## src/btb_consts.svh

```systemverilog
/* sizing constants for the btb fetch front end
   include in any file that needs widths, depths or the reset pc */
`ifndef BTB_CONSTS_SVH
`define BTB_CONSTS_SVH

// ============================================================
// address and group geometry
// ============================================================
`define PC_WIDTH      32            // fetch address bits
`define BTB_SLOTS     4             // instruction slots per fetch group
`define INSN_BYTES    6             // bytes per instruction slot

// ============================================================
// storage
// ============================================================
`define BTB_DEPTH     1024          // entries per bank, power of two
`define BTB_INDEX_LSB 1             // lowest pc bit feeding the bank index
`define RAS_DEPTH     32            // return stack entries, power of two

// first fetch address out of reset
`define RESET_PC      32'h0000_0100

`endif

```

## src/fetch_pkg.sv

```systemverilog
/* fetch address types shared by the next-pc logic, the btb and the return stack
   pull in with a wildcard import inside the module body */
`default_nettype none

`include "btb_consts.svh"

package fetch_pkg;

  // one fetch address, byte granular
  typedef logic [`PC_WIDTH-1:0] pc_t;

  // group length code, k means k+1 valid instructions
  typedef logic [1:0] insn_count_t;

endpackage

`default_nettype wire

```

## src/btb_pkg.sv

```systemverilog
/* btb storage types: bank index, entry layout and per-slot vectors
   pull in with a wildcard import inside the module body */
`default_nettype none

`include "btb_consts.svh"

package btb_pkg;

  // bank address, same width for every bank
  typedef logic [$clog2(`BTB_DEPTH)-1:0] btb_index_t;

  // one bank entry
  typedef struct packed {
    logic            takb;          // branch was taken at commit
    fetch_pkg::pc_t  tag;           // full pc of the branch slot
    fetch_pkg::pc_t  tgt;           // taken target
  } btb_entry_t;

  // one bit per fetch group slot
  typedef logic [`BTB_SLOTS-1:0] slot_vec_t;

  // all banks are addressed by the group pc, low bit skipped
  function automatic btb_index_t btb_index(fetch_pkg::pc_t pc);
    return pc[`BTB_INDEX_LSB +: $clog2(`BTB_DEPTH)];
  endfunction

endpackage

`default_nettype wire

```

## src/btb_ifs.sv

```systemverilog
/* interfaces between the btb pipeline stages
   btb_wr_if carries commit writes, btb_hit_if carries lookup results and the read pc */
`timescale 1ns/1ps
`default_nettype none

`include "btb_consts.svh"

// ============================================================
// commit stage -> banks, no handshake, banks always accept
// ============================================================
interface btb_wr_if;
  import btb_pkg::*;

  slot_vec_t                    wr_en;      // one write strobe per bank
  btb_index_t                   wr_index;   // shared index, from the group base
  btb_entry_t [`BTB_SLOTS-1:0]  wr_entry;   // per-slot entry

  modport src (output wr_en, output wr_index, output wr_entry);
  modport dst (input wr_en, input wr_index, input wr_entry);
endinterface


`default_nettype wire

```

## src/btb_commit_stage.sv

```systemverilog
/* captures one committed fetch group per cycle and turns it into bank writes
   the write lands on the edge after the commit is sampled */
`timescale 1ns/1ps
`default_nettype none

`include "btb_consts.svh"

module btb_commit_stage (
  input  wire                                     clk,
  input  wire                                     rst,
  input  wire                                     commit_valid,
  input  wire fetch_pkg::pc_t                     commit_pc,    // group base
  input  wire btb_pkg::slot_vec_t                 commit_takb,
  input  wire fetch_pkg::pc_t [`BTB_SLOTS-1:0]    commit_tgt,
  btb_wr_if.src                                   wr
);
  import fetch_pkg::*;
  import btb_pkg::*;

  // strobes, only taken slots of a valid commit write their bank
  always_ff @(posedge clk) begin
    if (rst) begin
      wr.wr_en <= '0;
    end else begin
      wr.wr_en <= commit_valid ? commit_takb : '0;
    end
  end

  // payload, index from the base pc and tag from the slot pc
  always_ff @(posedge clk) begin
    wr.wr_index <= btb_index(commit_pc);
    for (int i = 0; i < `BTB_SLOTS; i++) begin
      wr.wr_entry[i].takb <= commit_takb[i];
      wr.wr_entry[i].tag  <= commit_pc + pc_t'(i * `INSN_BYTES);  // slot i address
      wr.wr_entry[i].tgt  <= commit_tgt[i];
    end
  end

endmodule

`default_nettype wire

```

## src/flat_wrapper.sv

```systemverilog
// flat-port wrapper written by rule: the top's interface ports become plain ports
module btb_commit_stage_flat import fetch_pkg::*; import btb_pkg::*;
  (clk, rst, commit_valid, commit_pc, commit_takb, commit_tgt, wr_wr_en, wr_wr_index, wr_wr_entry);
  btb_wr_if wr_i ();
  input  wire clk;
  input  wire rst;
  input  wire commit_valid;
  input  wire fetch_pkg::pc_t commit_pc;
  input  wire btb_pkg::slot_vec_t commit_takb;
  input  wire fetch_pkg::pc_t [`BTB_SLOTS-1:0] commit_tgt;
  output wire logic [$bits(wr_i.wr_en)-1:0] wr_wr_en;
  output wire logic [$bits(wr_i.wr_index)-1:0] wr_wr_index;
  output wire logic [$bits(wr_i.wr_entry)-1:0] wr_wr_entry;
  assign wr_wr_en = wr_i.wr_en;
  assign wr_wr_index = wr_i.wr_index;
  assign wr_wr_entry = wr_i.wr_entry;
  btb_commit_stage u_core (.clk(clk), .rst(rst), .commit_valid(commit_valid), .commit_pc(commit_pc), .commit_takb(commit_takb), .commit_tgt(commit_tgt), .wr(wr_i));
endmodule
```

## config.mk

```make
export PLATFORM = sky130hd
export DESIGN_NAME = btb_commit_stage_flat
export DESIGN_NICKNAME = d
export VERILOG_FILES = /design/src/fetch_pkg.sv /design/src/btb_pkg.sv /design/src/btb_ifs.sv /design/src/btb_commit_stage.sv /design/src/flat_wrapper.sv
export VERILOG_INCLUDE_DIRS = /design/src
export SDC_FILE = /design/constraint.sdc
export NUM_CORES = 1
export LEC_CHECK = 0
export BUFFER_PORTS_ARGS = -buffer_cell sky130_fd_sc_hd__buf_2
export CAP_MARGIN = 20
export CELL_PAD_IN_SITES_DETAIL_PLACEMENT = 0
export CELL_PAD_IN_SITES_GLOBAL_PLACEMENT = 1
export CORE_AREA = 2 2 173 175
export CTS_BUF_LIST = sky130_fd_sc_hd__clkbuf_8 sky130_fd_sc_hd__clkbuf_16
export DETAILED_ROUTE_END_ITERATION = 7
export DIE_AREA = 0 0 175 177
export GPL_TIMING_DRIVEN = 0
export HOLD_SLACK_MARGIN = 0.1
export PLACE_DENSITY_LB_ADDON = 0.12
export SLEW_MARGIN = 15
export SYNTH_ARGS = -nofsm -noshare
export SYNTH_HDL_FRONTEND = slang
export SYNTH_SLANG_ARGS = --single-unit
```

## constraint.sdc

```tcl
create_clock -name clk -period 2.35 [get_ports clk]
set_input_delay 0.47 -clock clk [delete_from_list [all_inputs] [get_ports clk]]
set_output_delay 0.47 -clock clk [all_outputs]
set_load 0.005 [all_outputs]
```

==> flow_summary.ini <==
[outcome]
status = finished, final reports clean

[floorplanning]
initial_utilization_pct = 24.2
dieArea_sq_um = 31000
die_x_microns = 175
fp.dieH_microns = 177
num_io_pins = 441
rows = 63
core_area_sq_um = 29200

[yosys]
yosysWarnings = 0
synth_top_area_share_pct = 73.3
syn-num-nets = 721
synth.largest_area_cell = dfxtp_1
synth_cell_types = 31
syn_area_per_cell_sq_um = 12.9
yosysSeqAreaShare_pct = 73.3
synthCells = 549
synth-seq-cells = 259
syn_area_sq_um = 7070
synthTopCellsByArea = dfxtp_1 73%, xnor2_1 6.6%, xor2_1 4.1%
ys.flop_type = dfxtp_1
async_flop_share_pct = 0
synth_edf_count = 0

[placed_design]
post-dp-hpwl_mm = 21.3
placed_area_sq_um = 9770
post-place-ws_ps = -439
gp_congestion = 0.769
io_buffer_count = 440
numPlacedInstances = 1379

[pwr]
fin_total_pwr_mw = 10.4
ir_worst_vdd_mv = 0.468
cellPowerDensity_nw_per_um2 = 838
leakagePower_nw = 5.81

[global_routing]
grt_pass1_vias = 6033
grt.total_usage_pct = 17.2
grt_pass1_wl_mm = 39.3
grt_max_degree = 16
grt_overflow = 0
antenna_found_initial = 2

[worst_setup_path]
crit_fanout = 6
crit_path_end_kind = flip-flop
cp-start-kind = primary input
cp_data_required_time_ps = 2760
path_class = primary input to flip-flop
slowest_delay_ps = 720
crit_chain = dlygate4sd3_1, buf_2, buf_2, nand4_1, nor4_1, nand4_1, xnor2_1
critical_path_arrival_ps = 2690
cp-endpoint = u_core.wr.wr_entry[125]
crit_slowest_cell = nor4_1
crit_path_start = commit_pc[16]

[flow_run]
cap_viol_max_count = 0

[timing]
hold-worst-slack_ps = 137
fmax_ghz = 0.439
setup_ws_ps = 74.0
finalHoldViolations = 0
relSlewSlack_pct = 31.0
period_minus_slack_ps = 2280
tightest_slew_ps = 1030
setup_viol = 0
maxSlewViolCount = 0
fin_crit_sh_pct = 96.9
rsz0062_at_grt = true

[cts]
cts_buffers = 29
cts-root-buf = clkbuf_16
cts_buffer_depth = 3
clk_pin_slew_ps = 60
post_cts_buffers = 0
clkSinkCount = 259
htreeDepth = 1
cts_tree = done

[hold_path]
whs_path_depth = 1
worstHoldPathType = primary input to flip-flop

[routing]
routedWlPerCell_microns = 17.8
dr_wl_met3_mm = 1.63
drtAntennaViolNets = 0
wirelength_met1_mm = 11.4
highest_layer = met5
firstDrtPassIters = 4
drc = 0
viasPerCell = 3.84
drt_iter0_drc = 159
via_count = 6117
route.met2.wl_mm = 14.4
finalWirelength_mm = 28.4

[final_layout]
drive_above_1_share_pct = 44.5
final_area_sq_um = 12400
instances_no_fill = 1592
final_nets = 1350
syn_to_final_growth_pct = 75.5
-- registers in the layout, indices dropped and copies added, names as in the netlist --
register / flops
u_core.wr.wr_entry: 246
u_core.wr.wr_index: 9
u_core.wr.wr_en: 4
-- critical path: cells and delay by family --
family / cells / cell delay (ps)
and+or+nand+nor: 3 / 1190
buffers and inverters: 3 / 840
xor gates and xnor gates: 1 / 180
-- through the flow --
step                util, %  setup TNS [ps]
CTS                    42.3               0
floorplan                 -               0
detailed placement     33.4           -5210
global route           42.4           -2.18
global placement       33.4           -8540
finish                 42.4               0
-- Yosys cell counts, types with 4 or more instances --
cell type	count
dfxtp_1	259
xnor2_1	53
xor2_1	33
nand2_1	32
nand3_1	22
nor2_1	20
buf_4	19
nor3_1	19
nor4_1	13
nand4_1	12
buf_2	11
inv_1	11
clkbuf_1	9
or3_1	6
ha_1	5
and2_1	4
-- where the power goes --
| group | total, mW | switching [mW] | internal (mW) | leakage (nW) |
|---|---|---|---|---|
| combinational | 0.977 | 0.442 | 0.535 | 3.10 |
| sequential | 4.71 | 0.0607 | 4.65 | 2.18 |
| clock | 4.72 | 1.83 | 2.88 | 0.525 |
| total | 10.4 | 2.34 | 8.06 | 5.81 |
-- cell usage in the layout (no fill, tap or decap), types with 2 or more instances in the layout --
| cell | netlist | layout |
|---|---|---|
| nand2_1 | 32 | 32 |
| buf_4 | 19 | 19 |
| nand4_1 | 12 | 12 |
| clkinv_2 | 0 | 5 |
| bufinv_16 | 0 | 2 |
| xor2_1 | 33 | 33 |
| ha_1 | 5 | 5 |
| clkbuf_1 | 9 | 9 |
| clkbuf_16 | 0 | 29 |
| nor3_1 | 19 | 19 |
| nor4_1 | 13 | 9 |
| and2_1 | 4 | 4 |
| dfxtp_1 | 259 | 259 |
| clkbuf_8 | 0 | 13 |
| or4_4 | 2 | 2 |
| dlygate4sd3_1 | 0 | 158 |
| a21oi_1 | 3 | 3 |
| nand3_1 | 22 | 21 |
| nor4_2 | 3 | 6 |
| nor2_1 | 20 | 20 |
| nand3_2 | 1 | 2 |
| xnor2_1 | 53 | 53 |
| inv_1 | 11 | 14 |
| or3_1 | 6 | 6 |
| and3_1 | 2 | 2 |
| buf_2 | 11 | 451 |
-- timing repair --
| action | 4_1_cts | 5_1_grt |
|---|---|---|
| setup endpoints to repair | 0 | 11 |
| resized for setup | 0 | 4 |
| hold buffers | 158 | 0 |
| endpoints found under the hold margin | 159 | 0 |
-- cell type report --
cell class                      instances  area (sq um)
Antenna cell                            1          2.50
Buffer                                 41           240
Clock buffer                           42           905
Clock inverter                         12           124
Fill cell                            2882         16800
Inverter                               11          41.3
Multi-Input combinational cell        238          1640
Sequential cell                       259          5180
Tap cell                              390           488
Timing Repair Buffer                  598          3780
-- metal layers --
metal,global-route usage [%],up-vias
met5,0,-
met4,5.83,2
met3,4.15,52
met2,31.1,230
met1,19.8,2802
li1,-,3031
-- cell families after synthesis --
kind of cell | count (synthesis) | share of synthesized area (%)
AOI/OAI and AO/OA | 5 | 0.389
xor gates and xnor gates | 86 | 10.7
adders and majority gates | 5 | 0.885
buffers and inverters | 52 | 3.98
DFF | 259 | 73.3
and+or+nand+nor | 142 | 10.8
-- worst min path at each step --
stage                               start                       to  slack, ps
after floorplan             commit_tgt[0]    u_core.wr.wr_entry[0]        500
after global placement     commit_tgt[23]   u_core.wr.wr_entry[23]        570
after detailed placement  commit_tgt[125]  u_core.wr.wr_entry[224]        570
after CTS                    commit_pc[2]    u_core.wr.wr_index[1]        100
after global routing         commit_pc[2]    u_core.wr.wr_index[1]        110
final                       commit_pc[30]   u_core.wr.wr_entry[62]        140
(Power assumes the default switching activity.)
