$ cat config.mk
export PLATFORM = sky130hd
export DESIGN_NAME = next_pc_select_flat
export DESIGN_NICKNAME = d
export VERILOG_FILES = /design/src/fetch_pkg.sv /design/src/btb_pkg.sv /design/src/btb_ifs.sv /design/src/next_pc_select.sv /design/src/flat_wrapper.sv
export VERILOG_INCLUDE_DIRS = /design/src
export SDC_FILE = /design/constraint.sdc
export NUM_CORES = 1
export LEC_CHECK = 0
export BUFFER_PORTS_ARGS = -buffer_cell sky130_fd_sc_hd__buf_2
export CORE_ASPECT_RATIO = 1.1
export CORE_MARGIN = 10
export CORE_UTILIZATION = 45
export CTS_BUF_LIST = sky130_fd_sc_hd__clkbuf_16
export CTS_CLUSTER_DIAMETER = 60
export CTS_CLUSTER_SIZE = 16
export DETAILED_ROUTE_END_ITERATION = 12
export PLACE_DENSITY = 0.88
export SKIP_CTS_REPAIR_TIMING = 1
export SYNTH_ARGS = -nofsm -noshare
export SYNTH_HDL_FRONTEND = slang
export SYNTH_SLANG_ARGS = --single-unit
$ cat constraint.sdc
create_clock -name clk -period 5 [get_ports clk]
set_clock_uncertainty 0.05 [all_clocks]
set_input_delay 1 -clock clk [delete_from_list [all_inputs] [get_ports clk]]
set_output_delay 1 -clock clk [all_outputs]
set_load 0.1 [all_outputs]
$ cat src/btb_consts.svh
/* sizing constants for the btb fetch front end
   include in any file that needs widths, depths or the reset pc */
`ifndef BTB_CONSTS_SVH
`define BTB_CONSTS_SVH

// ============================================================
// address and group geometry
// ============================================================
`define PC_WIDTH      32            // fetch address bits
`define BTB_SLOTS     4             // instruction slots per fetch group
`define INSN_BYTES    6             // bytes per instruction slot

// ============================================================
// storage
// ============================================================
`define BTB_DEPTH     1024          // entries per bank, power of two
`define BTB_INDEX_LSB 1             // lowest pc bit feeding the bank index
`define RAS_DEPTH     32            // return stack entries, power of two

// first fetch address out of reset
`define RESET_PC      32'h0000_0100

`endif

$ cat src/fetch_pkg.sv
/* fetch address types shared by the next-pc logic, the btb and the return stack
   pull in with a wildcard import inside the module body */
`default_nettype none

`include "btb_consts.svh"

package fetch_pkg;

  // one fetch address, byte granular
  typedef logic [`PC_WIDTH-1:0] pc_t;

  // group length code, k means k+1 valid instructions
  typedef logic [1:0] insn_count_t;

endpackage

`default_nettype wire

$ cat src/btb_pkg.sv
/* btb storage types: bank index, entry layout and per-slot vectors
   pull in with a wildcard import inside the module body */
`default_nettype none

`include "btb_consts.svh"

package btb_pkg;

  // bank address, same width for every bank
  typedef logic [$clog2(`BTB_DEPTH)-1:0] btb_index_t;

  // one bank entry
  typedef struct packed {
    logic            takb;          // branch was taken at commit
    fetch_pkg::pc_t  tag;           // full pc of the branch slot
    fetch_pkg::pc_t  tgt;           // taken target
  } btb_entry_t;

  // one bit per fetch group slot
  typedef logic [`BTB_SLOTS-1:0] slot_vec_t;

  // all banks are addressed by the group pc, low bit skipped
  function automatic btb_index_t btb_index(fetch_pkg::pc_t pc);
    return pc[`BTB_INDEX_LSB +: $clog2(`BTB_DEPTH)];
  endfunction

endpackage

`default_nettype wire

$ cat src/btb_ifs.sv
/* interfaces between the btb pipeline stages
   btb_wr_if carries commit writes, btb_hit_if carries lookup results and the read pc */
`timescale 1ns/1ps
`default_nettype none

`include "btb_consts.svh"


// ============================================================
// lookup stage <-> next-pc select
// ============================================================
interface btb_hit_if;
  import fetch_pkg::*;
  import btb_pkg::*;

  slot_vec_t              hit;      // slot tag matched and taken
  pc_t [`BTB_SLOTS-1:0]   target;   // bank targets, valid where hit set
  pc_t                    rd_pc;    // pc that fetch is about to take

  modport src (output hit, output target, input rd_pc);
  modport dst (input hit, input target, output rd_pc);
endinterface

`default_nettype wire

$ cat src/next_pc_select.sv
/* next fetch address by priority and the fetch pc register
   return, then miss, then lowest btb hit, then sequential; adv low holds */
`timescale 1ns/1ps
`default_nettype none

`include "btb_consts.svh"

module next_pc_select (
  input  wire                          clk,
  input  wire                          rst,
  input  wire                          fetch_en,
  input  wire                          adv,          // group may advance
  input  wire fetch_pkg::insn_count_t  insn_count,
  input  wire                          do_ret,
  input  wire fetch_pkg::pc_t          ras_pc,
  input  wire                          miss_valid,
  input  wire fetch_pkg::pc_t          miss_pc,
  btb_hit_if.dst                       hits,
  output fetch_pkg::pc_t               fetch_pc,
  output btb_pkg::slot_vec_t           takb
);
  import fetch_pkg::*;
  import btb_pkg::*;

  logic      redirect;      // return or miss this cycle
  slot_vec_t hit_ok;        // hits that fetch may act on
  slot_vec_t first_hit;     // one-hot, lowest hitting slot
  pc_t       hit_tgt;       // target of first_hit
  pc_t       seq_pc;        // fall-through address
  pc_t       next_pc;

  assign redirect = do_ret | miss_valid;
  assign hit_ok   = fetch_en ? hits.hit : '0;

  // isolate lowest set bit, x & -x
  assign first_hit = hit_ok & (~hit_ok + 1'b1);

  // a redirect overrides any prediction in the same cycle
  assign takb = redirect ? '0 : first_hit;

  always_comb begin
    hit_tgt = '0;
    for (int i = 0; i < `BTB_SLOTS; i++) begin
      if (first_hit[i]) begin
        hit_tgt = hits.target[i];
      end
    end
  end

  // insn_count+1 instructions in the group
  assign seq_pc = fetch_pc + pc_t'(`INSN_BYTES) * (pc_t'(insn_count) + pc_t'(1));

  // ============================================================
  // priority mux
  // ============================================================
  always_comb begin
    if (do_ret) begin
      next_pc = ras_pc;             // popped at this edge
    end else if (miss_valid) begin
      next_pc = miss_pc;
    end else if (!adv) begin
      next_pc = fetch_pc;           // back-pressure, hold
    end else if (|first_hit) begin
      next_pc = hit_tgt;
    end else begin
      next_pc = seq_pc;
    end
  end

  // banks read the pc fetch is about to take
  assign hits.rd_pc = next_pc;

  always_ff @(posedge clk) begin
    if (rst) begin
      fetch_pc <= `RESET_PC;
    end else begin
      fetch_pc <= next_pc;
    end
  end

endmodule

`default_nettype wire

$ cat src/flat_wrapper.sv
// flat-port wrapper written by rule: the top's interface ports become plain ports
module next_pc_select_flat import fetch_pkg::*; import btb_pkg::*;
  (clk, rst, fetch_en, adv, insn_count, do_ret, ras_pc, miss_valid, miss_pc, fetch_pc, takb, hits_hit, hits_target, hits_rd_pc);
  btb_hit_if hits_i ();
  input  wire clk;
  input  wire rst;
  input  wire fetch_en;
  input  wire adv;
  input  wire fetch_pkg::insn_count_t insn_count;
  input  wire do_ret;
  input  wire fetch_pkg::pc_t ras_pc;
  input  wire miss_valid;
  input  wire fetch_pkg::pc_t miss_pc;
  output fetch_pkg::pc_t fetch_pc;
  output btb_pkg::slot_vec_t takb;
  input wire logic [$bits(hits_i.hit)-1:0] hits_hit;
  input wire logic [$bits(hits_i.target)-1:0] hits_target;
  output wire logic [$bits(hits_i.rd_pc)-1:0] hits_rd_pc;
  assign hits_i.hit = hits_hit;
  assign hits_i.target = hits_target;
  assign hits_rd_pc = hits_i.rd_pc;
  next_pc_select u_core (.clk(clk), .rst(rst), .fetch_en(fetch_en), .adv(adv), .insn_count(insn_count), .do_ret(do_ret), .ras_pc(ras_pc), .miss_valid(miss_valid), .miss_pc(miss_pc), .hits(hits_i), .fetch_pc(fetch_pc), .takb(takb));
endmodule
==> results.json <==
{
  "path_max_fanout": 10,
  "synth-xor-area-share": 0.02073,
  "gr-usage-met2": 0.5134,
  "synth_top_family_by_area": "compound AO/OA/AOI/OAI gates",
  "syn2layout_area_growth_pct": 47.03,
  "num-fill-cells": 883,
  "synth_nets": 882,
  "grt_pass1_vias": 6644,
  "cts_tree": "yes",
  "drv_cap": 0,
  "grt-ovfl-total": 0,
  "critPathCaptureType": "output pin",
  "drc": 0,
  "busiest_layer": "met2",
  "reg2reg_slack_ps": 2490,
  "synth_ff_type": "dfxtp_1",
  "core_region_area_mm2": 0.009985,
  "max-vdd-ir-drop_mv": 0.2355,
  "viasPerCell": 6.606,
  "routed_wl_mm": 24.60,
  "clock_sinks": 32,
  "finalPower_w": 0.001589,
  "ctsLongestPathBuffers": 2,
  "ys_seq_area_frac": 0.1378,
  "slew_headroom": 0.4391,
  "initial_core_util": 0.4655,
  "gp_congestion": 1.020,
  "die_area_mm2": 0.01480,
  "powerDensity_mw_per_mm2": 232.5,
  "ys_seq_elements": 32,
  "ant_nets": 0,
  "worst_pin_slew_ps": 832.3,
  "power.leakage_nw": 2.995,
  "finalMaxSlewViolations": 0,
  "synth_compound_area_frac": 0.3857,
  "io_buffers": 271,
  "syn-cell-area_mm2": 0.004648,
  "h-tree-depth": 2,
  "first_pass_iters": 6,
  "status": "finished, final reports clean",
  "cts_buffers": 5,
  "largest_reg_flops": 32,
  "synth_edf_count": 0,
  "clk_pin_slew_ps": 50,
  "ys_types": 72,
  "syn_inst": 667,
  "die_h_um": 126.6,
  "grt_max_degree": 45,
  "grt.total_usage": 0.3085,
  "fin_util": 0.6845,
  "synth_warnings": 0,
  "drtIter0Drc": 604,
  "hold_viol_final": 0,
  "synth_area_per_cell_um2": 6.969,
  "use_met1": 0.3629,
  "fin_crit_ps": 4849,
  "clock_latency_ps": 280,
  "multi_input_area_mm2": 0.003849,
  "yosys-top-cells-area": "dfxtp_1, nand2_1, a211oi_1",
  "synth_top_cell_area_share": 0.1378,
  "drive_gt1_frac": 0.3890,
  "clock.fmax_ghz": 0.2062,
  "grt_pass1_wl_mm": 36.20,
  "num_rows": 38,
  "hold_path.class": "flop to flop",
  "synthArstFlopShare": 0,
  "io_pins": 272,
  "top_regs": "u_core.fetch_pc (32)",
  "critical_path_class": "input port to output pin",
  "fp.dieW_um": 116.9,
  "yosys.area.top_type": "dfxtp_1",
  "cts-root-buf": "clkbuf_16",
  "min_from": "u_core.fetch_pc[22]$_SDFF_PP0_",
  "rsz0062_at_grt": "false",
  "seq_area_um2": 640.6,
  "cp.arrival_ps": 3800,
  "grt_use_met3": 0.05988,
  "setup_viol": 0,
  "synth_fa_ha_area_frac": 0.03122,
  "startpoint": "insn_count[0]",
  "synthMuxAreaShare": 0.05922,
  "wl_per_cell_um": 23.86,
  "yosys.area_share.simple": 0.2913,
  "antenna_found_initial": 1,
  "dpl.hpwl_mm": 19.76,
  "worstPathRequired_ps": 3950,
  "startpoint_type": "input port",
  "vias": 6811,
  "r2r_start": "u_core.fetch_pc[8]$_SDFF_PP1_",
  "fin_crit_sh": 0.9697,
  "top_register": "u_core.fetch_pc",
  "finalNetCount": 1125
}
## cell type report
class | count | area share
diodes | 1 | 0.0003662
clock buffers | 5 | 0.01831
clock inverters | 2 | 0.001098
inverters | 17 | 0.009337
multi-input cells | 552 | 0.5632
flip-flops and latches | 32 | 0.09374
well taps | 120 | 0.02197
repair buffers | 302 | 0.2920
## cells in the mapped netlist, types with 15 or more instances
| library cell | number |
|---|---|
| clkbuf_1 | 39 |
| nand3_1 | 29 |
| nor2_1 | 29 |
| a211oi_1 | 29 |
| nand2_1 | 85 |
| a22oi_1 | 15 |
| nor3_1 | 19 |
| a21oi_1 | 43 |
| and2_1 | 15 |
| buf_2 | 17 |
| o21ai_0 | 31 |
| dfxtp_1 | 32 |
## path summary, 6_finish.rpt
kind,cells after the start,endpoint
worst max-delay path,12,hits_rd_pc[22]
worst min-delay path,2,u_core.fetch_pc[22]$_SDFF_PP0_
worst max register to register,7,u_core.fetch_pc[30]$_SDFF_PP0_
worst min register to register,2,u_core.fetch_pc[22]$_SDFF_PP0_
## where the power goes
part / internal, W / switching, W
logic: 0.000308 / 0.000669
registers: 0.000276 / 0.0000382
clock network: 0.000178 / 0.000119
total: 0.000763 / 0.000826
## stage by stage
stage                     worst slack (ps)  instances  hold WS [ps]  area, µm²  TNS, ps
after floorplan                     -54.43        667         983.9       4738   -54.43
after global placement               138.8       1022         564.5       6620        0
after detailed placement             32.15       1022         591.3       6620        0
after CTS                            29.68       1029         589.2       6753        0
after global routing                 9.818       1031         625.1       6834        0
final                                151.3       1031         600.0       6834        0
## cells in the final DEF (no fill, tap or decap), types with 19 or more instances in the layout
cell / netlist / final
a21oi_1: 43 / 39
buf_12: 0 / 27
nand2_1: 85 / 85
nand3_1: 29 / 29
nor3_1: 19 / 19
a211oi_1: 29 / 28
nor2_1: 29 / 27
o21ai_0: 31 / 29
dfxtp_1: 32 / 32
buf_2: 17 / 245
buf_4: 3 / 29
## worst max-delay path, cell delays in order
cell	delay, ps
buf_2	130
inv_1	160
ha_4	240
a22o_1	240
ha_4	320
nand3_1	120
and2_1	180
buf_4	180
a2111o_1	380
or4b_1	490
nand3_1	150
buf_12	190
## per-layer routing
metal	vias up	routed length, µm
met3	84	2518
met5	-	0
met1	3166	9042
li1	3080	-
met4	0	1376
met2	481	11660
## kinds of logic (layout without fill, tap and decap cells)
logic type,Yosys count,count (layout)
AO/OA/AOI/OAI,246,246
adder cells (fa/ha/maj),11,11
flip-flops,32,32
multiplexers,26,26
other,0,1
AND/OR/NAND/NOR,258,258
XOR/XNOR,11,11
buffers and inverters,83,326
No activity file was read; power rests on OpenSTA's default activity.
